<file path="src/verilog/lsu_pkg.sv">
/* Widths and bit layouts of the load/store issue words. Fields are packed MSB first;
   the *_LSB and *_BIT constants give each field's position for packing and unpacking */
package lsu_pkg;

	// Register file geometry, one bank only
	localparam int XLEN = 64;
	localparam int PREG_NUM = 64;
	localparam int PREG_W = $clog2(PREG_NUM);

	typedef logic [XLEN-1:0] xlen_t;
	typedef logic [PREG_W-1:0] preg_t;

	// Dispatched load: lb lh lw ld lbu lhu lwu, imm, rd0, rs1
	localparam int LU_INFO_W = 7 + XLEN + 2 * PREG_W;
	localparam int LU_RS1_LSB = 0;
	localparam int LU_RD0_LSB = LU_RS1_LSB + PREG_W;
	localparam int LU_IMM_LSB = LU_RD0_LSB + PREG_W;
	localparam int LU_LWU_BIT = LU_IMM_LSB + XLEN;
	localparam int LU_LHU_BIT = LU_LWU_BIT + 1;
	localparam int LU_LBU_BIT = LU_LWU_BIT + 2;
	localparam int LU_LD_BIT = LU_LWU_BIT + 3;
	localparam int LU_LW_BIT = LU_LWU_BIT + 4;
	localparam int LU_LH_BIT = LU_LWU_BIT + 5;
	localparam int LU_LB_BIT = LU_LWU_BIT + 6;

	typedef logic [LU_INFO_W-1:0] lu_issue_info_t;

	// Dispatched store: sb sh sw sd, imm, rs1, rs2
	localparam int SU_INFO_W = 4 + XLEN + 2 * PREG_W;
	localparam int SU_RS2_LSB = 0;
	localparam int SU_RS1_LSB = SU_RS2_LSB + PREG_W;
	localparam int SU_IMM_LSB = SU_RS1_LSB + PREG_W;
	localparam int SU_SD_BIT = SU_IMM_LSB + XLEN;
	localparam int SU_SW_BIT = SU_SD_BIT + 1;
	localparam int SU_SH_BIT = SU_SD_BIT + 2;
	localparam int SU_SB_BIT = SU_SD_BIT + 3;

	typedef logic [SU_INFO_W-1:0] su_issue_info_t;

	// Load execution word: fun_lb fun_lh fun_lw fun_ld, rd0, op1 address, is_usi
	localparam int LU_EXE_W = 4 + PREG_W + XLEN + 1;
	localparam int LU_EXE_USI_BIT = 0;
	localparam int LU_EXE_OP1_LSB = 1;
	localparam int LU_EXE_RD0_LSB = LU_EXE_OP1_LSB + XLEN;
	localparam int LU_EXE_LD_BIT = LU_EXE_RD0_LSB + PREG_W;
	localparam int LU_EXE_LW_BIT = LU_EXE_LD_BIT + 1;
	localparam int LU_EXE_LH_BIT = LU_EXE_LD_BIT + 2;
	localparam int LU_EXE_LB_BIT = LU_EXE_LD_BIT + 3;

	typedef logic [LU_EXE_W-1:0] lu_exeparam_t;

	// Store execution word: sb sh sw sd, op1 address, op2 data
	localparam int SU_EXE_W = 4 + 2 * XLEN;
	localparam int SU_EXE_OP2_LSB = 0;
	localparam int SU_EXE_OP1_LSB = SU_EXE_OP2_LSB + XLEN;
	localparam int SU_EXE_SD_BIT = SU_EXE_OP1_LSB + XLEN;
	localparam int SU_EXE_SW_BIT = SU_EXE_SD_BIT + 1;
	localparam int SU_EXE_SH_BIT = SU_EXE_SD_BIT + 2;
	localparam int SU_EXE_SB_BIT = SU_EXE_SD_BIT + 3;

	typedef logic [SU_EXE_W-1:0] su_exeparam_t;

endpackage

</file>
<file path="src/verilog/su_issue_fifo.sv">
/* In-order store queue, SU_DP a power of two. Head word is valid only while
   su_fifo_empty is low; a pop on an empty FIFO is ignored */
module su_issue_fifo #(
	parameter int SU_DP = 4
) (
	input  logic CLK,
	input  logic reset,

	input  logic su_dispatch_valid,
	input  lsu_pkg::su_issue_info_t su_dispatch_info,
	output logic su_dispatch_ready,

	input  logic su_fifo_pop,
	output logic su_fifo_empty,
	output lsu_pkg::su_issue_info_t su_issue_info
);

	localparam int AW = $clog2(SU_DP);

	// Pointers carry one extra wrap bit
	logic [AW:0] rd_ptr;
	logic [AW:0] wr_ptr;
	lsu_pkg::su_issue_info_t fifo_mem [SU_DP];
	logic fifo_full;
	logic push;
	logic pop;

	// Same index, different lap means full
	assign su_fifo_empty = (rd_ptr == wr_ptr);
	assign fifo_full = (rd_ptr[AW] != wr_ptr[AW]) && (rd_ptr[AW-1:0] == wr_ptr[AW-1:0]);

	assign su_dispatch_ready = ~fifo_full;
	assign push = su_dispatch_valid & ~fifo_full;
	assign pop = su_fifo_pop & ~su_fifo_empty;

	always_ff @(posedge CLK) begin
		if (reset) begin
			rd_ptr <= '0;
			wr_ptr <= '0;
		end else begin
			if (push) begin
				wr_ptr <= wr_ptr + 1'b1;
			end
			if (pop) begin
				rd_ptr <= rd_ptr + 1'b1;
			end
		end
	end

	// Storage
	always_ff @(posedge CLK) begin
		if (push) begin
			fifo_mem[wr_ptr[AW-1:0]] <= su_dispatch_info;
		end
	end

	// Head store, read combinationally
	assign su_issue_info = fifo_mem[rd_ptr[AW-1:0]];

endmodule

</file>
<file path="config.mk">
export PLATFORM = sky130hd
export DESIGN_NAME = su_issue_fifo
export DESIGN_NICKNAME = d
export VERILOG_FILES = /design/src/verilog/lsu_pkg.sv /design/src/verilog/su_issue_fifo.sv
export SDC_FILE = /design/constraint.sdc
export NUM_CORES = 1
export LEC_CHECK = 0
export BUFFER_PORTS_ARGS = -buffer_cell sky130_fd_sc_hd__buf_4
export CORE_ASPECT_RATIO = 1.2
export CORE_MARGIN = 1
export CORE_UTILIZATION = 33
export CTS_CLUSTER_SIZE = 40
export DETAILED_ROUTE_END_ITERATION = 16
export PLACE_DENSITY = 0.5
export SKIP_CTS_REPAIR_TIMING = 1
export SLEW_MARGIN = 20
export SYNTH_ARGS = -nofsm -noshare
export SYNTH_HDL_FRONTEND = slang
export SYNTH_SLANG_ARGS = --single-unit
</file>
<file path="constraint.sdc">
create_clock -name CLK -period 7.2 [get_ports CLK]
set_clock_uncertainty 0.15 [all_clocks]
set_input_delay 1.08 -clock CLK [delete_from_list [all_inputs] [get_ports CLK]]
set_output_delay 1.08 -clock CLK [all_outputs]
set_load 0.005 [all_outputs]
</file>
* Word level (Yosys, flattened, before mapping)
Memories as Yosys holds them, arrays and structs flattened. A register that Yosys moved wholly into a read port is not among the register bits.
Index checks and enable logic that the tools add are counted.
** Operators by class
- Add/subtract/negate cells :: 2
- Reduce and logical (&&, ||, !) cells :: 1
- Multiplexer cells :: 4
- Bitwise operators :: 4
- Eq/ne operators :: 3
** Operator list (count)
- $add 3x1->3 const B :: 2
- $mux 2 :: 2
- $eq 3x3->1 :: 1
- $and 1x1->1 :: 2
- $eq 2x2->1 :: 1
- $mux 1 :: 2
- $not 1->1 :: 2
- $logic_and 1x1->1 :: 1
- $ne 1x1->1 :: 1
** Storage, ports and cells
- Memories kept :: 1
- Memory bits (writable) :: 320
- Flip-flop bits (word level) :: 6
- Word-level logic and storage cells :: 17
** Memory list
- fifo_mem :: depth 4, bits a word 80, read ports 1, clocked after memory_dff 1, wr ports 1, line su_issue_fifo.sv:23 : lsu_pkg::su_issue_info_t fifo_mem [SU_DP];

* Longest topological paths before layout
Gate-level depths: netlist of the first run.
- Word-level depth :: 6
- Gate-level depth with buffers :: 5

* Worst setup path after synthesis of the first run
OpenSTA, ideal clock, no wires.
- Kind :: input-to-reg
- Start point :: in su_dispatch_valid
- End point :: mem fifo_mem[3][0] (netlist bit) (enable)
- Slack :: 1.458 ns
- Data required time :: 6.505 ns
- Library setup time :: 0.545 ns
- Stages on the path :: 2
- Buffers on the path :: 0
- Arrival :: 5.047 ns
- Path through :: nand2_1 a21oi_1
** On the way
- Cells in the longest elaborated chain, start to end :: 3
** Ends and longest elaborated chain
- start: declaration :: line su_issue_fifo.sv:9 : input logic su_dispatch_valid,
- $and 1x1->1 :: line su_issue_fifo.sv:33 : assign push = su_dispatch_valid & ~fifo_full;
- $mux 1 :: line su_issue_fifo.sv:52 : if (push) begin
- $mux 1 (implied by the code) :: line su_issue_fifo.sv:53 : fifo_mem[wr_ptr[AW-1:0]] <= su_dispatch_info;
- end: declaration :: line su_issue_fifo.sv:23
Every way passes these cells.

==> flow_summary.toml, run 1 <==
[status]
run_status = "finished clean"

[timing]
whs_ns = 0.424
setup_viol = 0
fmax_ghz = 0.232
rsz0062_at_grt = "no"
relSlewSlack = 0.380
worstMarginPinSlew_ns = 0.930
drv_slew = 0
setup_slack_ns = 2.88
post-route-min-period_ns = 4.32
fin_crit_sh = 0.599
fin_tns_setup_ns = 0
hold_violations = 0

[die]
rows = 76
die_x_microns = 176
core_area_sq_um = 35900
die-height_microns = 211
start_util = 0.335
dieArea_sq_um = 37300
io_pins = 166

[placed_design]
portBuffers = 165
post-place-ws_ns = 3.24
gp_congestion = 0.679
dp.cells = 1107
hpwl_mm = 13.9

[setup_path]
worstPathArrival_ns = 3.09
cp_num_buf_inv = 2
cpMostUsedCell = "buf_4"
cpPeakStageDelay_ns = 0.95
end_kind = "primary output"
worst_setup_path_start_kind = "register"
cp_top_family = "flip-flops"
worstPathCellList = "buf_4, mux4_2, buf_4"
path_max_fanout = 43
cp.required_ns = 5.97
critPathKind = "register to primary output"
critPathSlowestCell = "dfxtp_4"

[global_route]
grt_pass1_wl_mm = 37.0
grt_usage = 0.135
grt_max_degree = 46
first_global_vias = 6206
grt_antenna_before_repair = 0
grt_remaining_overflow = 0

[drt]
vias = 5619
finalWirelength_mm = 24.4
drt_first_iter_violations = 305
ant_nets = 0
avgViaCountPerCell = 4.82
drc_errors = 0
drtPass1Iterations = 4
wire_per_inst_microns = 20.9

[yosys]
synth_nets = 576
synth_top_family_by_area = "multiplexers"
postSynthCellCount = 487
synth_mux_area_frac = 0.150
synth_xor_area_frac = 0.00436
synth_adder_area_share = 0.00519
synthSimpleGateAreaFrac = 0.0131
synth-compound-area-share = 0.00862
netlist_area_sq_um = 12000
syn_avg_cell_area_sq_um = 24.7
yosysSeqAreaShare = 0.811
ys_types = 25
yosysWarnings = 0
ys_ff_latch = 328

[clock_network]
cts_buffers = 35
clock_latency_ns = 0.50
cts_buffer_depth = 3
clock-root-buffer = "clkbuf_16"
cts_sinks = 328
htreeDepth = 2
tritoncts = "done"
clkTransAtPathRegs_ns = 0.06

[worst_hold_path]
holdCritPathClass = "register to register"

[finish]
n_fill_cell = 3195
num-nets-final = 765
area_delta_synth_final_pct = 24.4
fin_util = 0.417
antenna_cells = 0
seqCellArea_sq_um = 9780
final_layout_size_suffix_gt1_frac = 0.440
mostFrequentLayoutCells = "320 x edfxtp_1, 172 x buf_4, 80 x mux4_2"
multi_input_area_sq_um = 2200
fin_cells = 1166
mostFrequentLayoutCell = "edfxtp_1"

[pwr]
powerDensity_nw_per_um2 = 382
power_leakage_nw = 4.97
worst_ir_drop_vdd_mv = 0.341

[run]
maxCapViolCount = 0
final timing paths:
check	slack, ns	endpoint	cells after the start	startpoint
worst max-delay path	2.88	su_issue_info[5]	3	register
worst min-delay path	0.42	wr_ptr[2]	2	wr_ptr[2]
worst max register to register	4.21	fifo_mem[1][55]	4	wr_ptr[1]
worst min register to register	0.42	wr_ptr[2]	2	wr_ptr[2]
registers in the layout, summed over array words and instances (netlist names), named ones only:
| signal | flops |
|---|---|
| rd_ptr | 3 |
| fifo_mem | 320 |
| wr_ptr | 3 |
stage by stage:
stage,cell area [sq um],power [mW]
2_1_floorplan,12000,3.35
3_3_place_gp,13900,4.03
3_5_place_dp,13900,4.07
4_1_cts,15000,5.85
5_1_grt,15000,6.02
6_report,15000,5.72
cell usage after synthesis:
| master | instances | area share |
|---|---|---|
| and2_1 | 3 | 0.0016 |
| and3_1 | 1 | 0.00052 |
| or4_1 | 1 | 0.00062 |
| inv_1 | 4 | 0.0012 |
| ha_1 | 5 | 0.0052 |
| nand3_1 | 6 | 0.0025 |
| o21ai_0 | 4 | 0.0017 |
| xor2_1 | 3 | 0.0022 |
| nand4_1 | 4 | 0.0021 |
| a211o_1 | 2 | 0.0015 |
| mux4_2 | 80 | 0.15 |
| nor3_1 | 1 | 0.00041 |
| edfxtp_1 | 320 | 0.80 |
| a41oi_1 | 2 | 0.0015 |
| nor2_1 | 1 | 0.00031 |
| dfxtp_1 | 8 | 0.013 |
| xnor2_1 | 3 | 0.0022 |
| a31oi_1 | 3 | 0.0016 |
| clkbuf_1 | 11 | 0.0034 |
| nand2_1 | 5 | 0.0016 |
| nor3b_1 | 4 | 0.0025 |
| a21oi_1 | 3 | 0.0012 |
| nor2b_1 | 2 | 0.0010 |
| buf_2 | 9 | 0.0037 |
| o211ai_1 | 2 | 0.0012 |
logic make-up (layout without fill, tap and decap cells):
group                    after synthesis  after routing
flip-flops                           328            328
buffers and inverters                 24            235
XOR/XNOR                               6              6
AO/OA/AOI/OAI                         16             16
AND/OR/NAND/NOR                       28             28
multiplexers                          80             80
adder cells (fa/ha/maj)                5              5
report_power, final:
group | total, mW | internal (mW) | leakage, nW | switching [mW]
Clock | 1.76 | 1.07 | 0.558 | 0.690
Sequential | 2.60 | 2.43 | 3.01 | 0.165
Combinational | 1.37 | 0.757 | 1.40 | 0.609
Total | 5.72 | 4.26 | 4.97 | 1.46
worst min-delay path, cell delays in order, from the launching register on:
cell and delay [ns]:
dfxtp_1 0.36, nand2_1 0.08, a31oi_1 0.08
metal layers:
| metal | GRT usage | vias to the layer above | part of all wire |
|---|---|---|---|
| met5 | 0 | - | 0 |
| met4 | 0.0505 | 0 | 0.026 |
| met3 | 0.0336 | 38 | 0.059 |
| met2 | 0.235 | 159 | 0.52 |
| met1 | 0.161 | 2951 | 0.39 |
| li1 | - | 2471 | - |
layout make-up:
type | instances | area share
Inverter | 4 | 0.00100
Timing Repair Buffer | 172 | 0.0861
Clock inverter | 17 | 0.0119
Clock buffer | 42 | 0.0630
Multi-Input combinational cell | 135 | 0.147
Sequential cell | 328 | 0.652
Tap cell | 468 | 0.0391
Power figures use the tool's default switching activity.
==> run 2, diff against run 1 <==
Settings changed: ABC_AREA from default to 1, PLACE_DENSITY 0.5 to 0.51.
Clock period 7.2 ns to 3.74 ns, I/O delays scaled along.
==> run 2 against run 1 <==
- sequential share of layout area decreased by 0.49 points
- via count up 32%
- final area increased by 0.73%
- sequential power is 64% higher
- largest cell class unchanged
- largest power group unchanged
- highest routed layer is now met5
==> flow_summary.toml, run 2 <==
[finish]
area_delta_synth_final_pct = 22.7
mostFrequentLayoutCell = "edfxtp_1"
final_layout_size_suffix_gt1_frac = 0.228
num-nets-final = 1106
multi_input_area_sq_um = 2180
mostFrequentLayoutCells = "320 x edfxtp_1, 180 x buf_4, 167 x nor2_1"
antenna_cells = 0
largest_reg_flops = 320
n_fill_cell = 3434
seqCellArea_sq_um = 9770
fin_util = 0.410

[timing]
hold_violations = 0
fin_crit_sh = 0.766
whs_ns = 0.102
relSlewSlack = 0.450
drv_slew = 0
post-route-min-period_ns = 2.87
rsz0062_at_grt = "no"
fmax_ghz = 0.349
setup_slack_ns = 0.874
setup_viol = 0
worstMarginPinSlew_ns = 0.825

[worst_hold_path]
min_to = "fifo_mem[2][0]"
hp-start = "su_dispatch_info[0]"
hold_depth = 1
holdCritPathClass = "primary input to register"

[yosys]
async_reset_ff_frac = 0
synth-edff-count = 320
synth_top_family_by_area = "compound AO/OA/AOI/OAI gates"
ys_ff_latch = 328
synthFlopType = "edfxtp_1"
synth_xor_area_frac = 0
synthSimpleGateAreaFrac = 0.0623
netlist_area_sq_um = 12300
synth_adder_area_share = 0.00509
syn_avg_cell_area_sq_um = 14.5
synth_nets = 938
yosysTopAreaCellShare = 0.781
yosysWarnings = 0
synth_top_cell_by_area = "edfxtp_1"
postSynthCellCount = 849
yosysSeqAreaShare = 0.794
synth-compound-area-share = 0.108
synth_mux_area_frac = 0
synth.area.top_cells = "edfxtp_1 78%, o21ai_0 6.1%, nor2_1 5.2%, o22ai_1 4.1%, dfxtp_1 1.3%"
synth_top_cells_by_count = "320 x edfxtp_1, 170 x nor2_1, 150 x o21ai_0, 80 x o22ai_1, 38 x clkbuf_1"
ys_types = 18
synth_most_common_cell = "edfxtp_1"

[pwr]
p_switching_mw = 2.12
intPower_mw = 6.69
power_frac_comb = 0.144
power_frac_clock = 0.371
worst_ir_drop_vdd_mv = 0.243
switching_share = 0.240
sequentialPowerShare = 0.485
powerDensity_nw_per_um2 = 583
power_leakage_nw = 5.26
finalPower_mw = 8.80

[drt]
drc_errors = 0
top_layer = "met5"
vias = 7393
drt_first_iter_violations = 519
wire_per_inst_microns = 18.4
wl_met3_mm = 1.66
avgViaCountPerCell = 4.89
wl_met1_mm = 11.8
dr_wl_met2_mm = 13.7
drtPass1Iterations = 4
finalWirelength_mm = 27.8
ant_nets = 0

[clock_network]
cts_buffers = 36
clock_latency_ns = 0.51
clock-root-buffer = "clkbuf_16"
htreeDepth = 2
tritoncts = "done"
cts_sinks = 328
clkTransAtPathRegs_ns = 0.06
cts_buffer_depth = 3

[setup_path]
path_max_fanout = 33
timing.rr.end = "fifo_mem[0][71]"
rr_worst_depth = 7
r2r_setup_slack_ns = 1.32
cp.required_ns = 3.03
worstPathArrival_ns = 2.16
worst_setup_path_start_kind = "register"
end_kind = "primary output"
critPathKind = "register to primary output"
r2r-start = "wr_ptr[0]"

[run]
maxCapViolCount = 0

[die]
io_pins = 166
dieArea_sq_um = 38100
start_util = 0.334
rows = 77
die_x_microns = 178
core_area_sq_um = 36800
die-height_microns = 213

[global_route]
first_global_vias = 7359
grt_pass1_wl_mm = 42.1
grt_max_degree = 85
grt_remaining_overflow = 0
grt_antenna_before_repair = 3
grt_usage = 0.146

[status]
run_status = "finished clean"

[placed_design]
post-place-ws_ns = 1.30
hpwl_mm = 15.8
portBuffers = 165
gp_congestion = 0.722
## run 2: cell count changes in the layout (fill, tap and decap cells not counted), moves of 4 or more
| cell | delta |
|---|---|
| clkinv_2 | -6 |
| buf_4 | +8 |
| nand4_1 | -4 |
| o21ai_0 | +146 |
| nor3b_1 | -4 |
| mux4_2 | -80 |
| o22ai_1 | +80 |
| nand2_1 | +17 |
| inv_1 | +11 |
| nor2_1 | +166 |
| a21oi_1 | +4 |
| o21ai_1 | +10 |
| clkbuf_1 | +5 |
## run 2: worst max-delay path by stage
stage,end,from,slack (ns)
after floorplan,fifo_mem[0][0],wr_ptr[0],-1.09
after global placement,fifo_mem[0][71],wr_ptr[0],1.36
after detailed placement,fifo_mem[0][71],wr_ptr[0],1.30
after CTS,su_issue_info[50],register,0.77
after global routing,su_issue_info[26],register,0.69
final,su_issue_info[28],register,0.87
## run 2: routing by layer
layer | GRT usage | up-vias
li1 | - | 3501
met1 | 0.181 | 3686
met2 | 0.247 | 151
met3 | 0.0410 | 49
met4 | 0.0497 | 6
met5 | 0 | -
## run 2: worst max-delay path, cell delays in order, from the launching register on
cell and delay (ns):
dfxtp_2 0.42, inv_2 0.25, buf_4 0.40, o21ai_0 0.15, o22ai_1 0.23, buf_4 0.17
## run 2: cell families after synthesis
kind of cell,after synthesis
DFF,328
AOI/OAI and AO/OA,246
and+or+nand+nor,200
buffers and inverters,70
adders and majority gates,5
## run 2: per-stage QoR
| stage | cell area [sq um] | setup TNS, ns | std cells |
|---|---|---|---|
| floorplan | 12300 | -262.50 | 849 |
| global placement | 14000 | 0 | 1453 |
| detailed placement | 14000 | 0 | 1453 |
| CTS | 15100 | 0 | 1512 |
| global route | 15100 | 0 | 1512 |
| finish | 15100 | 0 | 1512 |
## run 2: layout make-up
| cell class | instances | share of cell area |
|---|---|---|
| sequential | 328 | 0.647 |
| inverter | 18 | 0.00497 |
| tap | 474 | 0.0393 |
| multi-input combinational | 451 | 0.145 |
| timing repair buffer | 182 | 0.0922 |
| clock buffer | 50 | 0.0665 |
| clock inverter | 9 | 0.00514 |
## run 2: power by group through the flow
| stage | registers, mW | logic (mW) | clock network, mW |
|---|---|---|---|
| 2_1_floorplan | 4.34 | 0.637 | 0 |
| 3_3_place_gp | 4.35 | 1.30 | 0 |
| 3_5_place_dp | 4.35 | 1.31 | 0 |
| 4_1_cts | 4.27 | 1.31 | 3.36 |
| 5_1_grt | 4.28 | 1.41 | 3.52 |
| 6_report | 4.27 | 1.27 | 3.27 |
