`config.mk`:
```
export PLATFORM = sky130hd
export DESIGN_NAME = lu_issue_buffer_flat
export DESIGN_NICKNAME = d
export VERILOG_FILES = /design/src/verilog/lsu_pkg.sv /design/src/verilog/lu_issue_if.sv /design/src/verilog/lu_issue_buffer.sv /design/src/flat_wrapper.sv
export SDC_FILE = /design/constraint.sdc
export NUM_CORES = 1
export LEC_CHECK = 0
export BUFFER_PORTS_ARGS = -buffer_cell sky130_fd_sc_hd__clkbuf_2
export CORE_AREA = 2 2 298 300
export DETAILED_ROUTE_END_ITERATION = 8
export DIE_AREA = 0 0 300 302
export PLACE_DENSITY = 0.54
export RECOVER_POWER = 50
export SLEW_MARGIN = 20
export SYNTH_ARGS = -nofsm -noshare
export SYNTH_HDL_FRONTEND = slang
export SYNTH_SLANG_ARGS = --single-unit
```
`constraint.sdc`:
```
create_clock -name CLK -period 10.26 [get_ports CLK]
set_clock_uncertainty 0.15 [all_clocks]
set_input_delay 2.052 -clock CLK [delete_from_list [all_inputs] [get_ports CLK]]
set_output_delay 2.052 -clock CLK [all_outputs]
set_load 0.03 [all_outputs]
```
`src/verilog/lsu_pkg.sv`:
```
/* Widths and bit layouts of the load/store issue words. Fields are packed MSB first;
   the *_LSB and *_BIT constants give each field's position for packing and unpacking */
package lsu_pkg;

	// Register file geometry, one bank only
	localparam int XLEN = 64;
	localparam int PREG_NUM = 64;
	localparam int PREG_W = $clog2(PREG_NUM);

	typedef logic [XLEN-1:0] xlen_t;
	typedef logic [PREG_W-1:0] preg_t;

	// Dispatched load: lb lh lw ld lbu lhu lwu, imm, rd0, rs1
	localparam int LU_INFO_W = 7 + XLEN + 2 * PREG_W;
	localparam int LU_RS1_LSB = 0;
	localparam int LU_RD0_LSB = LU_RS1_LSB + PREG_W;
	localparam int LU_IMM_LSB = LU_RD0_LSB + PREG_W;
	localparam int LU_LWU_BIT = LU_IMM_LSB + XLEN;
	localparam int LU_LHU_BIT = LU_LWU_BIT + 1;
	localparam int LU_LBU_BIT = LU_LWU_BIT + 2;
	localparam int LU_LD_BIT = LU_LWU_BIT + 3;
	localparam int LU_LW_BIT = LU_LWU_BIT + 4;
	localparam int LU_LH_BIT = LU_LWU_BIT + 5;
	localparam int LU_LB_BIT = LU_LWU_BIT + 6;

	typedef logic [LU_INFO_W-1:0] lu_issue_info_t;

	// Dispatched store: sb sh sw sd, imm, rs1, rs2
	localparam int SU_INFO_W = 4 + XLEN + 2 * PREG_W;
	localparam int SU_RS2_LSB = 0;
	localparam int SU_RS1_LSB = SU_RS2_LSB + PREG_W;
	localparam int SU_IMM_LSB = SU_RS1_LSB + PREG_W;
	localparam int SU_SD_BIT = SU_IMM_LSB + XLEN;
	localparam int SU_SW_BIT = SU_SD_BIT + 1;
	localparam int SU_SH_BIT = SU_SD_BIT + 2;
	localparam int SU_SB_BIT = SU_SD_BIT + 3;

	typedef logic [SU_INFO_W-1:0] su_issue_info_t;

	// Load execution word: fun_lb fun_lh fun_lw fun_ld, rd0, op1 address, is_usi
	localparam int LU_EXE_W = 4 + PREG_W + XLEN + 1;
	localparam int LU_EXE_USI_BIT = 0;
	localparam int LU_EXE_OP1_LSB = 1;
	localparam int LU_EXE_RD0_LSB = LU_EXE_OP1_LSB + XLEN;
	localparam int LU_EXE_LD_BIT = LU_EXE_RD0_LSB + PREG_W;
	localparam int LU_EXE_LW_BIT = LU_EXE_LD_BIT + 1;
	localparam int LU_EXE_LH_BIT = LU_EXE_LD_BIT + 2;
	localparam int LU_EXE_LB_BIT = LU_EXE_LD_BIT + 3;

	typedef logic [LU_EXE_W-1:0] lu_exeparam_t;

	// Store execution word: sb sh sw sd, op1 address, op2 data
	localparam int SU_EXE_W = 4 + 2 * XLEN;
	localparam int SU_EXE_OP2_LSB = 0;
	localparam int SU_EXE_OP1_LSB = SU_EXE_OP2_LSB + XLEN;
	localparam int SU_EXE_SD_BIT = SU_EXE_OP1_LSB + XLEN;
	localparam int SU_EXE_SW_BIT = SU_EXE_SD_BIT + 1;
	localparam int SU_EXE_SH_BIT = SU_EXE_SD_BIT + 2;
	localparam int SU_EXE_SB_BIT = SU_EXE_SD_BIT + 3;

	typedef logic [SU_EXE_W-1:0] su_exeparam_t;

endpackage

```
`src/verilog/lu_issue_if.sv`:
```
/* Load buffer to issue logic. A pop frees the named slot at the next clock edge;
   pop_index is only meaningful while pop is high */
interface lu_issue_if #(
	parameter int LU_DP = 8
);

	// One occupied bit and one dispatched load per slot
	logic [LU_DP-1:0] malloc;
	lsu_pkg::lu_issue_info_t info [LU_DP];

	// Single cycle strobe from issue
	logic pop;
	logic [$clog2(LU_DP)-1:0] pop_index;

	modport buffer (
		output malloc,
		output info,
		input  pop,
		input  pop_index
	);

	modport issue (
		input  malloc,
		input  info,
		output pop,
		output pop_index
	);

endinterface

```
`src/verilog/lu_issue_buffer.sv`:
```
/* Loads land in the lowest free slot. Ready ignores a same-cycle pop, so a full
   buffer stalls dispatch for one cycle after the first slot frees */
module lu_issue_buffer #(
	parameter int LU_DP = 8
) (
	input  logic CLK,
	input  logic reset,

	input  logic lu_dispatch_valid,
	input  lsu_pkg::lu_issue_info_t lu_dispatch_info,
	output logic lu_dispatch_ready,

	lu_issue_if.buffer lu_issue
);

	localparam int IDX_W = $clog2(LU_DP);

	logic [LU_DP-1:0] slot_valid;
	lsu_pkg::lu_issue_info_t slot_info [LU_DP];
	logic [IDX_W-1:0] free_index;
	logic dispatch_fire;

	// Lowest free slot
	// Scan from the top so the lowest index overwrites last
	always_comb begin
		free_index = '0;
		for (int i = LU_DP - 1; i >= 0; i--) begin
			if (!slot_valid[i]) begin
				free_index = IDX_W'(i);
			end
		end
	end

	// Full when every slot is occupied
	assign lu_dispatch_ready = ~&slot_valid;
	assign dispatch_fire = lu_dispatch_valid & lu_dispatch_ready;

	// Occupancy bits
	// A pop names an occupied slot, a dispatch a free one, so they never collide
	always_ff @(posedge CLK) begin
		if (reset) begin
			slot_valid <= '0;
		end else begin
			if (lu_issue.pop) begin
				slot_valid[lu_issue.pop_index] <= 1'b0;
			end
			if (dispatch_fire) begin
				slot_valid[free_index] <= 1'b1;
			end
		end
	end

	// Slot payload
	always_ff @(posedge CLK) begin
		if (dispatch_fire) begin
			slot_info[free_index] <= lu_dispatch_info;
		end
	end

	// Whole buffer exposed to the issue stage
	assign lu_issue.malloc = slot_valid;

	generate
		for (genvar g = 0; g < LU_DP; g++) begin : g_slot
			assign lu_issue.info[g] = slot_info[g];
		end
	endgenerate

endmodule

```
`src/flat_wrapper.sv`:
```
// flat-port wrapper written by rule: the top's interface ports become plain ports
module lu_issue_buffer_flat 
#(
	parameter int LU_DP = 8
)
  (CLK, reset, lu_dispatch_valid, lu_dispatch_info, lu_dispatch_ready, lu_issue_malloc, lu_issue_info, lu_issue_pop, lu_issue_pop_index);
  lu_issue_if #(.LU_DP(LU_DP)) lu_issue_i ();
  input  logic CLK;
  input  logic reset;
  input  logic lu_dispatch_valid;
  input  lsu_pkg::lu_issue_info_t lu_dispatch_info;
  output logic lu_dispatch_ready;
  output wire logic [$bits(lu_issue_i.malloc)-1:0] lu_issue_malloc;
  output wire logic [$bits(lu_issue_i.info)-1:0] lu_issue_info;
  input wire logic [$bits(lu_issue_i.pop)-1:0] lu_issue_pop;
  input wire logic [$bits(lu_issue_i.pop_index)-1:0] lu_issue_pop_index;
  assign lu_issue_malloc = lu_issue_i.malloc;
  assign lu_issue_info = {>>{lu_issue_i.info}};
  assign lu_issue_i.pop = lu_issue_pop;
  assign lu_issue_i.pop_index = lu_issue_pop_index;
  lu_issue_buffer #(.LU_DP(LU_DP)) u_core (.CLK(CLK), .reset(reset), .lu_dispatch_valid(lu_dispatch_valid), .lu_dispatch_info(lu_dispatch_info), .lu_dispatch_ready(lu_dispatch_ready), .lu_issue(lu_issue_i));
endmodule
```
Word-level counts from Yosys, hierarchy flattened
Memory sizes are Yosys's and may differ from the RTL's.
Cells that the tools add are included.
Widths: inputs -> output; s select.
- input bits: 90
- logic and storage cells: 31
- ROM bits: 0
- memories: 1
- bits in latches: 0
- register bits after elaboration: 8
- RAM bits: 664
- output and inout bits: 673
- equality and inequality tests: 0
- reduce and logical (&&, ||, !) cells: 4
- shifts and indexed selects: 0
- magnitude comparators: 4
- div/mod/pow operators: 0
- add/subtract/negate cells: 0
- $mul: 0
- mux-type cells: 17
- bitwise logic cells: 4
- memories (memory ; words ; bits a word ; rd ports ; clocked after Yosys merged registers in ; write ports ; line ; text):
    u_core.slot_info ; 8 ; 83 ; 8 ; 0 ; 1 ; lu_issue_buffer.sv:19 ; lsu_pkg::lu_issue_info_t slot_info [LU_DP];
- operators by type and width (kind ; number):
    $mux 3 ; 8
    $mux 8 ; 3
    $and 8x8->8 ; 1
    $lt 3x4->1 const B ; 2
    $not 8->8 ; 1
    $or 8x8->8 ; 1
    $reduce_and 8->1 ; 1
    $demux 1 s3 ; 2
    $ge 3x1->1 const B ; 2
    $mux 1 ; 4
    $logic_and 1x1->1 ; 2
    $and 1x1->1 ; 1
    $logic_not 1->1 ; 1

Depth between registers and ports, before layout
Gate-level depths: netlist (run 1).
- depth after elaboration: 14
- gate-level depth with buffers: 5

Worst setup path before layout (run 1)
Ideal clock, no wire load.
- kind: input port to flip-flop
- start point: input lu_dispatch_valid
- end point: memory u_core.slot_info[3][0] (netlist bit) (enable)
- stages: 2
- setup time: 0.628 ns
- path slack: 1.655 ns
- arrival time: 7.827 ns
- cell sequence: nand3_4 -> nor3_1
- word-level cells in the longest chain between the ends: 3
- RTL lines (item ; line ; text):
    start, declared ; flat_wrapper.sv:10 ; input logic lu_dispatch_valid;
    $and 1x1->1 ; lu_issue_buffer.sv:36 ; assign dispatch_fire = lu_dispatch_valid & lu_dispatch_ready;
    $mux 1 ; lu_issue_buffer.sv:55 ; if (dispatch_fire) begin
    $mux 1 (not written as such) ; lu_issue_buffer.sv:56 ; slot_info[free_index] <= lu_dispatch_info;
    end, declared ; lu_issue_buffer.sv:19 ;
No other way between the ends.

Final worst setup path (run 1)
- start point: input lu_dispatch_valid
- end point: memory u_core.slot_info[2][48] (netlist bit) (enable)
Same word-level chain as after synthesis.

==> results.rst, run 1 <==
.. list-table::
   :header-rows: 1

   * - Metric
     - Value
   * - Outcome
     - finished with violations
   * - Violated checks
     - max-capacitance violations, max-slew violations
   * - RD Place Congestion
     - slightly below 0.8
   * - Post-Layout Inst Area
     - around 0.028 mm2
   * - Boundary pin count
     - between 700 and 800
   * - Minimum setup slack in the final design
     - between 4 and 5 ns
   * - Parity-gate share of the synthesized area counting xor and xnor cells
     - 0%
   * - Vias in the first global route
     - between 10000 and 15000
   * - Clock latency of the later-clocked register in the worst-skew pair
     - about 0.6 ns
   * - Cell area power density
     - ~210 mW/mm2
   * - Post-detail-place hpwl
     - 38000 um
   * - Leakage power total
     - 10.2 nW
   * - Type of destination of the critical path
     - flip-flop
   * - Transition time at the pin with the least slew margin
     - between 3 and 4 ns
   * - Post-synthesis sequential area ratio
     - about 98%
   * - Synth area leader
     - sky130_fd_sc_hd__edfxtp_1
   * - Cts repair resizes
     - 0
   * - Synth Area in Compound Gates
     - less than 1%
   * - DP Area
     - between 0.02 and 0.03 mm2
   * - Sum of routed wire length over all layers
     - ~56000 um
   * - Total setup violations reported at the end of the flow
     - 0
   * - First-pass GRT wire length
     - 77700 um
   * - Die area
     - ~0.09 mm2
   * - Largest family of logic cells by synthesized area
     - simple AND/OR/NAND/NOR gates
   * - CTS hold repair buffers
     - 0
   * - Fraction of post-synthesis cell area in the top cell type by area
     - just under 100%
   * - Maximum number of pins on one net before global-route repair
     - 50
   * - Count of final hold-check violations
     - 0
   * - Ratio of routed vias to standard cells
     - about 3.9
   * - Maximum count of clock buffers along a single path
     - 3
   * - Placement Rows
     - about 110
   * - Mux contribution to synthesized area
     - 0%
   * - Drt first-iter violations
     - between 600 and 700
   * - Number of clock sinks
     - roughly 670
   * - Simple-gate area share of the yosys netlist
     - less than 1%
   * - Detailed Routing Iterations Pass 1
     - 5
   * - Worst voltage drop across the vdd grid
     - 0.189 mV
   * - Fmax
     - between 150 and 200 MHz
   * - Fraction of final layout cells sized beyond drive strength 1
     - between 40% and 50%
   * - Layout overhead on the synthesized area
     - 36.5%
   * - Synth Cell Area
     - 0.0204 mm2
   * - Arithmetic-cell share of the synthesized area counting full adders, half adders and majority gates
     - 0%
   * - Syn Nets
     - roughly 810
   * - Final period util
     - around three fifths
   * - Routed wirelength normalized by instance count
     - 20.1 um
   * - Synthesized instance count
     - approximately 720
   * - Commonest cells after routing, fill and taps aside
     - 678 x sky130_fd_sc_hd__clkbuf_2, 664 x sky130_fd_sc_hd__edfxtp_1, 106 x sky130_fd_sc_hd__clkbuf_1, 71 x sky130_fd_sc_hd__clkbuf_16, 13 x sky130_fd_sc_hd__clkinv_1
   * - Number of CTS-inserted buffers
     - between 70 and 80
   * - Number of routed nets with antenna violations
     - 0
   * - Register clock-pin slew on the reported worst setup and hold paths
     - around 0.06 ns
   * - Total negative slack for setup checks
     - 0 ns
   * - Final core utilization
     - 31.8%
   * - Number of buffer cells added on primary ports
     - ~760
   * - Number of buffers added for setup after CTS
     - 0
   * - TritonCTS clock tree
     - yes
   * - Critical setup path kind
     - in -> reg
   * - Pins Over Slew Limit
     - 448
   * - Worst setup timing slack at the placement stage
     - about 5.5 ns
   * - Kind of start point of the critical path
     - input port
   * - Synth unique cells
     - 24
   * - Data required time of the worst path
     - slightly above 10 ns
   * - Synthesis Warnings
     - 0
   * - Register bit count reported by yosys
     - ~670
   * - Die Y
     - around 300 um
   * - Drt drc
     - 0
   * - Number of maximum-capacitance constraint violations
     - 11
   * - Via Count
     - ~11000
   * - Type of the tightest min-delay check
     - reg -> reg
   * - Aggregate global routing overflow
     - 0
   * - Total of fill cells in the finished design
     - ~8600
   * - Main area contributors after synthesis
     - sky130_fd_sc_hd__edfxtp_1 98%, sky130_fd_sc_hd__dfxtp_1 0.78%, sky130_fd_sc_hd__nor2_1 0.18%
   * - Average cell area after synthesis
     - ~28 um2
   * - Total global routing track utilization
     - about an eighth
   * - Final worst path period need
     - about 6 ns
   * - Data arrival time at the worst-slack endpoint
     - about 6.1 ns
   * - RSZ-0062 raised after global routing
     - no
   * - Antenna violations before repair
     - 3
   * - Commonest non-fill, non-tap cell in the layout
     - sky130_fd_sc_hd__clkbuf_2
   * - Slew Limit Headroom
     - -134%
   * - Floorplan core area
     - ~0.088 mm2
   * - Buffer type at the clock tree root
     - sky130_fd_sc_hd__clkbuf_16
   * - Initial standard-cell utilization of the core
     - between 20% and 30%
   * - Final nets
     - between 1500 and 2000
   * - Number of H-tree levels
     - 3
   * - Horizontal die dimension
     - ~300 um
   * - Biggest fanout along the worst timing path
     - 43
critical path, cell delays in order:
cell and delay [ns]:
sky130_fd_sc_hd__clkbuf_1 0.16, sky130_fd_sc_hd__nand3_1 0.25, sky130_fd_sc_hd__nor2_4 0.15, sky130_fd_sc_hd__clkbuf_1 2.45
sky130_fd_sc_hd__buf_4 0.90
layer usage:
metal | wire length (um) | vias to the layer above | global-route usage (%)
li1 | - | 4663 | -
met1 | 20800 | 5454 | 13.1
met2 | 29100 | 543 | 20.7
met3 | 4840 | 97 | 4.14
met4 | 1370 | 2 | 4.01
met5 | 13 | - | 0
cells by family after synthesis:
family                 after synthesis
DFF                                672
buffers and inverters                6
and+or+nand+nor                     27
AOI/OAI and AO/OA                   18
area by class of cell:
cell class | count | area, um2 | area share [%]
Multi-Input combinational cell | 45 | 279 | 1.00
Tap cell | 1165 | 1460 | 5.23
Timing Repair Buffer | 777 | 3780 | 13.6
Antenna cell | 1 | 2.50 | 0.00898
Clock buffer | 85 | 1850 | 6.64
Sequential cell | 672 | 20100 | 72.1
Inverter | 4 | 15.0 | 0.0539
Clock inverter | 39 | 384 | 1.38
state kept, by name, indices dropped and copies added (netlist names):
register and flops:
u_core.slot_info 664, u_core.lu_issue.malloc 8
stage by stage:
| step | power [mW] | hold WS, ns | instances |
|---|---|---|---|
| finish | 5.73 | 0.446 | 2788 |
| global route | 5.92 | 0.494 | 2787 |
| CTS | 5.81 | 0.449 | 2787 |
| detailed placement | 3.32 | 0.446 | 2663 |
| global placement | 3.32 | 0.414 | 2662 |
| floorplan | 3.22 | 0.513 | 723 |
power by group:
group          switching, mW  internal, mW  leakage (nW)
combinational          0.154        0.0305          3.04
sequential            0.0108          3.06          6.10
clock                   1.03          1.44          1.09
total                   1.19          4.54          10.2
worst paths after layout:
check | start | endpoint | depth (start not counted) | slack, ns
max | lu_dispatch_valid | u_core.slot_info[2][48] | 5 | 4.26
min | u_core.lu_issue.malloc[1] | u_core.lu_issue.malloc[1] | 2 | 0.45
max reg2reg | u_core.lu_issue.malloc[0] | u_core.slot_info[2][48] | 4 | 5.28
min reg2reg | u_core.lu_issue.malloc[1] | u_core.lu_issue.malloc[1] | 2 | 0.45
cell usage after synthesis, drive strengths merged:
library cell	count
or2	1
dfxtp	8
o31ai	2
nand2b	1
a21o	1
a311oi	1
a2111o	1
nand4	2
nor2	10
a21oi	5
and3b	1
nand3	5
a211o	1
buf	1
nor2b	2
edfxtp	664
clkbuf	1
o21ai	3
nand2	3
o311ai	4
nor3	1
inv	4
or3	1
(Power assumes the default switching activity.)
==> inputs of run 2 (changes only) <==
ABC_AREA = 1   (was default)
CORE_AREA = 2 2 293 295   (was 2 2 298 300)
DIE_AREA = 0 0 295 297   (was 0 0 300 302)
PLACE_DENSITY = 0.57   (was 0.54)
clock period = 4.97 ns   (was 10.26 ns; I/O delays follow)
==> results.rst, run 2 <==
.. list-table::
   :header-rows: 1

   * - Metric
     - Value
   * - Violated checks
     - max-capacitance violations, max-slew violations
   * - Hold path start
     - u_core.lu_issue.malloc[2]
   * - Data required time of the worst path
     - 4.97 ns (-5.35 ns)
   * - Commonest non-fill, non-tap cell in the layout
     - sky130_fd_sc_hd__clkbuf_2
   * - Number of CTS-inserted buffers
     - 70 (-1.4%)
   * - R2r startpoint
     - u_core.lu_issue.malloc[7]
   * - Drt drc
     - 0 (unchanged)
   * - Register-to-Register Path Depth
     - 9 (+5)
   * - Synth area leader
     - sky130_fd_sc_hd__edfxtp_1
   * - RD Place Congestion
     - 0.806 (+1.6%)
   * - Buffer type at the clock tree root
     - sky130_fd_sc_hd__clkbuf_16
   * - Most used flip-flop cell after synthesis
     - sky130_fd_sc_hd__edfxtp_1
   * - Die area
     - 0.0876 mm2 (-3.3%)
   * - Horizontal die dimension
     - 295 um (-1.7%)
   * - Number of clock sinks
     - 672 (unchanged)
   * - Worst setup timing slack at the placement stage
     - 1.76 ns (-3.69 ns)
   * - Max FFs per register
     - 664 (unchanged)
   * - Sum of routed wire length over all layers
     - 56000 um (-0.18%)
   * - Commonest cells after routing, fill and taps aside
     - 672 x sky130_fd_sc_hd__clkbuf_2, 664 x sky130_fd_sc_hd__edfxtp_1, 111 x sky130_fd_sc_hd__clkbuf_1, 70 x sky130_fd_sc_hd__clkbuf_16, 21 x sky130_fd_sc_hd__nand2_1
   * - Hold Path Stages
     - 2 (unchanged)
   * - Critical R2R Capture
     - u_core.slot_info[2][20]
   * - Worst voltage drop across the vdd grid
     - 0.269 mV (+42%)
   * - Type of the tightest min-delay check
     - reg -> reg
   * - Kind of start point of the critical path
     - flip-flop
   * - Syn Nets
     - 827 (+1.7%)
   * - Slew Limit Headroom
     - -78.8% (+55 points)
   * - Count of final hold-check violations
     - 0 (unchanged)
   * - Total negative slack for setup checks
     - 0 ns (unchanged)
   * - Maximum number of pins on one net before global-route repair
     - 84 (+68%)
   * - Final period util
     - between 70 and 80%
   * - Maximum count of clock buffers along a single path
     - 3 (unchanged)
   * - DP Area
     - 0.0258 mm2 (-0.23%)
   * - Outcome
     - finished with violations
   * - Async S/R FF share, synth
     - 0% (unchanged)
   * - Detailed Routing Iterations Pass 1
     - 4 (-1)
   * - First-pass GRT wire length
     - 78500 um (+1.1%)
   * - Transition time at the pin with the least slew margin
     - 2.68 ns (-0.828 ns)
   * - Total of fill cells in the finished design
     - 8139 (-5.1%)
   * - TritonCTS clock tree
     - yes
   * - Number of routed nets with antenna violations
     - 0 (unchanged)
   * - Via Count
     - 10800 (+0.45%)
   * - Routed wirelength normalized by instance count
     - 20.1 um (about the same)
   * - Minimum setup slack in the final design
     - 1.36 ns (-2.90 ns)
   * - Top cells by count, synth
     - 664 x sky130_fd_sc_hd__edfxtp_1, 19 x sky130_fd_sc_hd__nand2_1, 16 x sky130_fd_sc_hd__inv_1
   * - Layout overhead on the synthesized area
     - 36.5% (about the same)
   * - Register-to-Register Setup Slack
     - 1.36 ns (-3.92 ns)
   * - Clock latency of the later-clocked register in the worst-skew pair
     - 0.59 ns (about the same)
   * - Pins Over Slew Limit
     - 39 (-91%)
   * - Register with the most flip-flops
     - u_core.slot_info
   * - Fraction of post-synthesis cell area in the top cell type by area
     - 97.8% (+0.13 points)
   * - Post-Layout Inst Area
     - 0.0278 mm2 (-0.15%)
   * - Main area contributors after synthesis
     - sky130_fd_sc_hd__edfxtp_1 98%, sky130_fd_sc_hd__dfxtp_1 0.79%, sky130_fd_sc_hd__nand2_1 0.35%
   * - Vias in the first global route
     - 11300 (+3.4%)
   * - Boundary pin count
     - 763 (unchanged)
   * - Synthesized instance count
     - 737 (+1.9%)
   * - CTS hold repair buffers
     - 0 (unchanged)
   * - Fraction of final layout cells sized beyond drive strength 1
     - 47.9% (-0.63 points)
   * - Number of maximum-capacitance constraint violations
     - 1 (-10)
   * - Post-synth EDFFs
     - 664 (unchanged)
   * - Synth Cell Area
     - 0.0204 mm2 (-0.13%)
   * - Post-synthesis sequential area ratio
     - 98.6% (+0.13 points)
   * - Register bit count reported by yosys
     - 672 (unchanged)
   * - Final worst path period need
     - 3.61 ns
   * - Type of destination of the critical path
     - flip-flop
   * - Fmax
     - approximately 280 MHz
   * - Post-detail-place hpwl
     - 37700 um (-0.87%)
   * - Cts repair resizes
     - 0 (unchanged)
   * - Antenna violations before repair
     - 2 (-1)
   * - RSZ-0062 raised after global routing
     - no
   * - Ratio of routed vias to standard cells
     - 3.88 (+0.59%)
   * - Die Y
     - 297 um (-1.7%)
   * - Cell area power density
     - 419 mW/mm2 (+100%)
   * - Register clock-pin slew on the reported worst setup and hold paths
     - 0.06 ns (about the same)
   * - Number of buffer cells added on primary ports
     - 762 (unchanged)
   * - Average cell area after synthesis
     - 27.7 um2 (-2.0%)
   * - Final nets
     - 1672 (+0.66%)
   * - Final Power
     - 11.7 mW (+100%)
   * - Count leader, synth
     - sky130_fd_sc_hd__edfxtp_1
   * - Synth unique cells
     - 12 (-50%)
   * - Total setup violations reported at the end of the flow
     - 0 (unchanged)
   * - Leakage power total
     - 10.2 nW (about the same)
   * - Floorplan core area
     - 0.0845 mm2 (-3.5%)
   * - Synthesis Warnings
     - 0 (unchanged)
   * - Drt first-iter violations
     - 810 (+23%)
   * - Aggregate global routing overflow
     - 0 (unchanged)
   * - Number of H-tree levels
     - 3 (unchanged)
   * - Data arrival time at the worst-slack endpoint
     - 3.61 ns (-2.45 ns)
   * - Critical setup path kind
     - reg -> reg
   * - Hold Crit Endpoint
     - u_core.lu_issue.malloc[2]
   * - Number of buffers added for setup after CTS
     - 0 (unchanged)
   * - Initial standard-cell utilization of the core
     - 24.1% (+0.82 points)
   * - Total global routing track utilization
     - 12.3% (+0.53 points)
   * - Placement Rows
     - 107 (-1.8%)
   * - Biggest fanout along the worst timing path
     - 38 (-12%)
==> run 2: cell count changes after synthesis, moves of 2 or more <==
cell,previous run,this run
sky130_fd_sc_hd__nand2_1,3,19
sky130_fd_sc_hd__inv_1,4,16
sky130_fd_sc_hd__nor2_1,10,4
sky130_fd_sc_hd__o21ai_0,3,8
sky130_fd_sc_hd__a21oi_1,5,9
sky130_fd_sc_hd__o311ai_0,4,0
sky130_fd_sc_hd__nand2_2,0,2
sky130_fd_sc_hd__nor2b_1,2,0
sky130_fd_sc_hd__o31ai_2,2,0
==> run 2: worst max path at each step <==
stage	startpoint	end	slack (ns)	cells after the start
5_1_grt	u_core.lu_issue.malloc[7]	u_core.slot_info[2][20]	1.09	9
3_5_place_dp	lu_dispatch_valid	u_core.slot_info[5][46]	1.76	6
4_1_cts	u_core.lu_issue.malloc[0]	lu_dispatch_ready	2.08	4
2_1_floorplan	lu_dispatch_valid	u_core.slot_info[2][0]	1.10	2
3_3_place_gp	lu_dispatch_valid	u_core.slot_info[5][71]	1.85	6
6_report	u_core.lu_issue.malloc[7]	u_core.slot_info[2][20]	1.36	9
==> run 2: area by class of cell <==
| type | instances | area, um2 | share of cell area [%] |
|---|---|---|---|
| diodes | 1 | 2.50 | 0.00899 |
| clock buffers | 90 | 1830 | 6.56 |
| clock inverters | 39 | 338 | 1.21 |
| inverters | 16 | 75.1 | 0.270 |
| multi-input cells | 48 | 219 | 0.787 |
| flip-flops and latches | 672 | 20100 | 72.2 |
| well taps | 1144 | 1430 | 5.14 |
| repair buffers | 774 | 3840 | 13.8 |
==> run 2: metal layers <==
metal / wire, um / vias to the layer above / global-route usage [%] / part of all wire (%)
li1: - / 4674 / - / -
met1: 20900 / 5444 / 13.8 / 37
met2: 28600 / 568 / 21.5 / 51
met3: 4740 / 121 / 4.03 / 8.5
met4: 1770 / 0 / 4.64 / 3.2
met5: 0 / - / 0 / 0
==> run 2: worst max-delay path: stages (launching register included) <==
cell                       delay [ns]
sky130_fd_sc_hd__dfxtp_1         0.40
sky130_fd_sc_hd__inv_1           0.07
sky130_fd_sc_hd__nand2_1         0.06
sky130_fd_sc_hd__nand2_1         0.05
sky130_fd_sc_hd__nand2_1         0.06
sky130_fd_sc_hd__nand2_1         0.05
sky130_fd_sc_hd__nand2_1         0.06
sky130_fd_sc_hd__nand2_1         0.16
sky130_fd_sc_hd__nor2_4          0.13
sky130_fd_sc_hd__clkbuf_1        1.88
==> run 2: logic make-up after synthesis <==
logic type             synth area share, %
AOI/OAI and AO/OA                    0.417
buffers and inverters                0.313
DFF                                   98.6
and+or+nand+nor                      0.675
==> run 2: where the power goes <==
group          switching [mW]  internal (mW)  total, mW  leakage (nW)
registers              0.0250           6.34       6.36          6.10
clock network            2.15           2.70       4.86          1.03
logic                   0.373         0.0736      0.447          3.11
==> run 2: stage by stage <==
step	cells	hold slack, ns	utilization [%]
after floorplan	737	0.480	-
after global placement	2654	0.344	30.5
after detailed placement	2654	0.359	30.5
after CTS	2783	0.367	33.1
after global routing	2783	0.420	32.9
final	2784	0.377	32.9
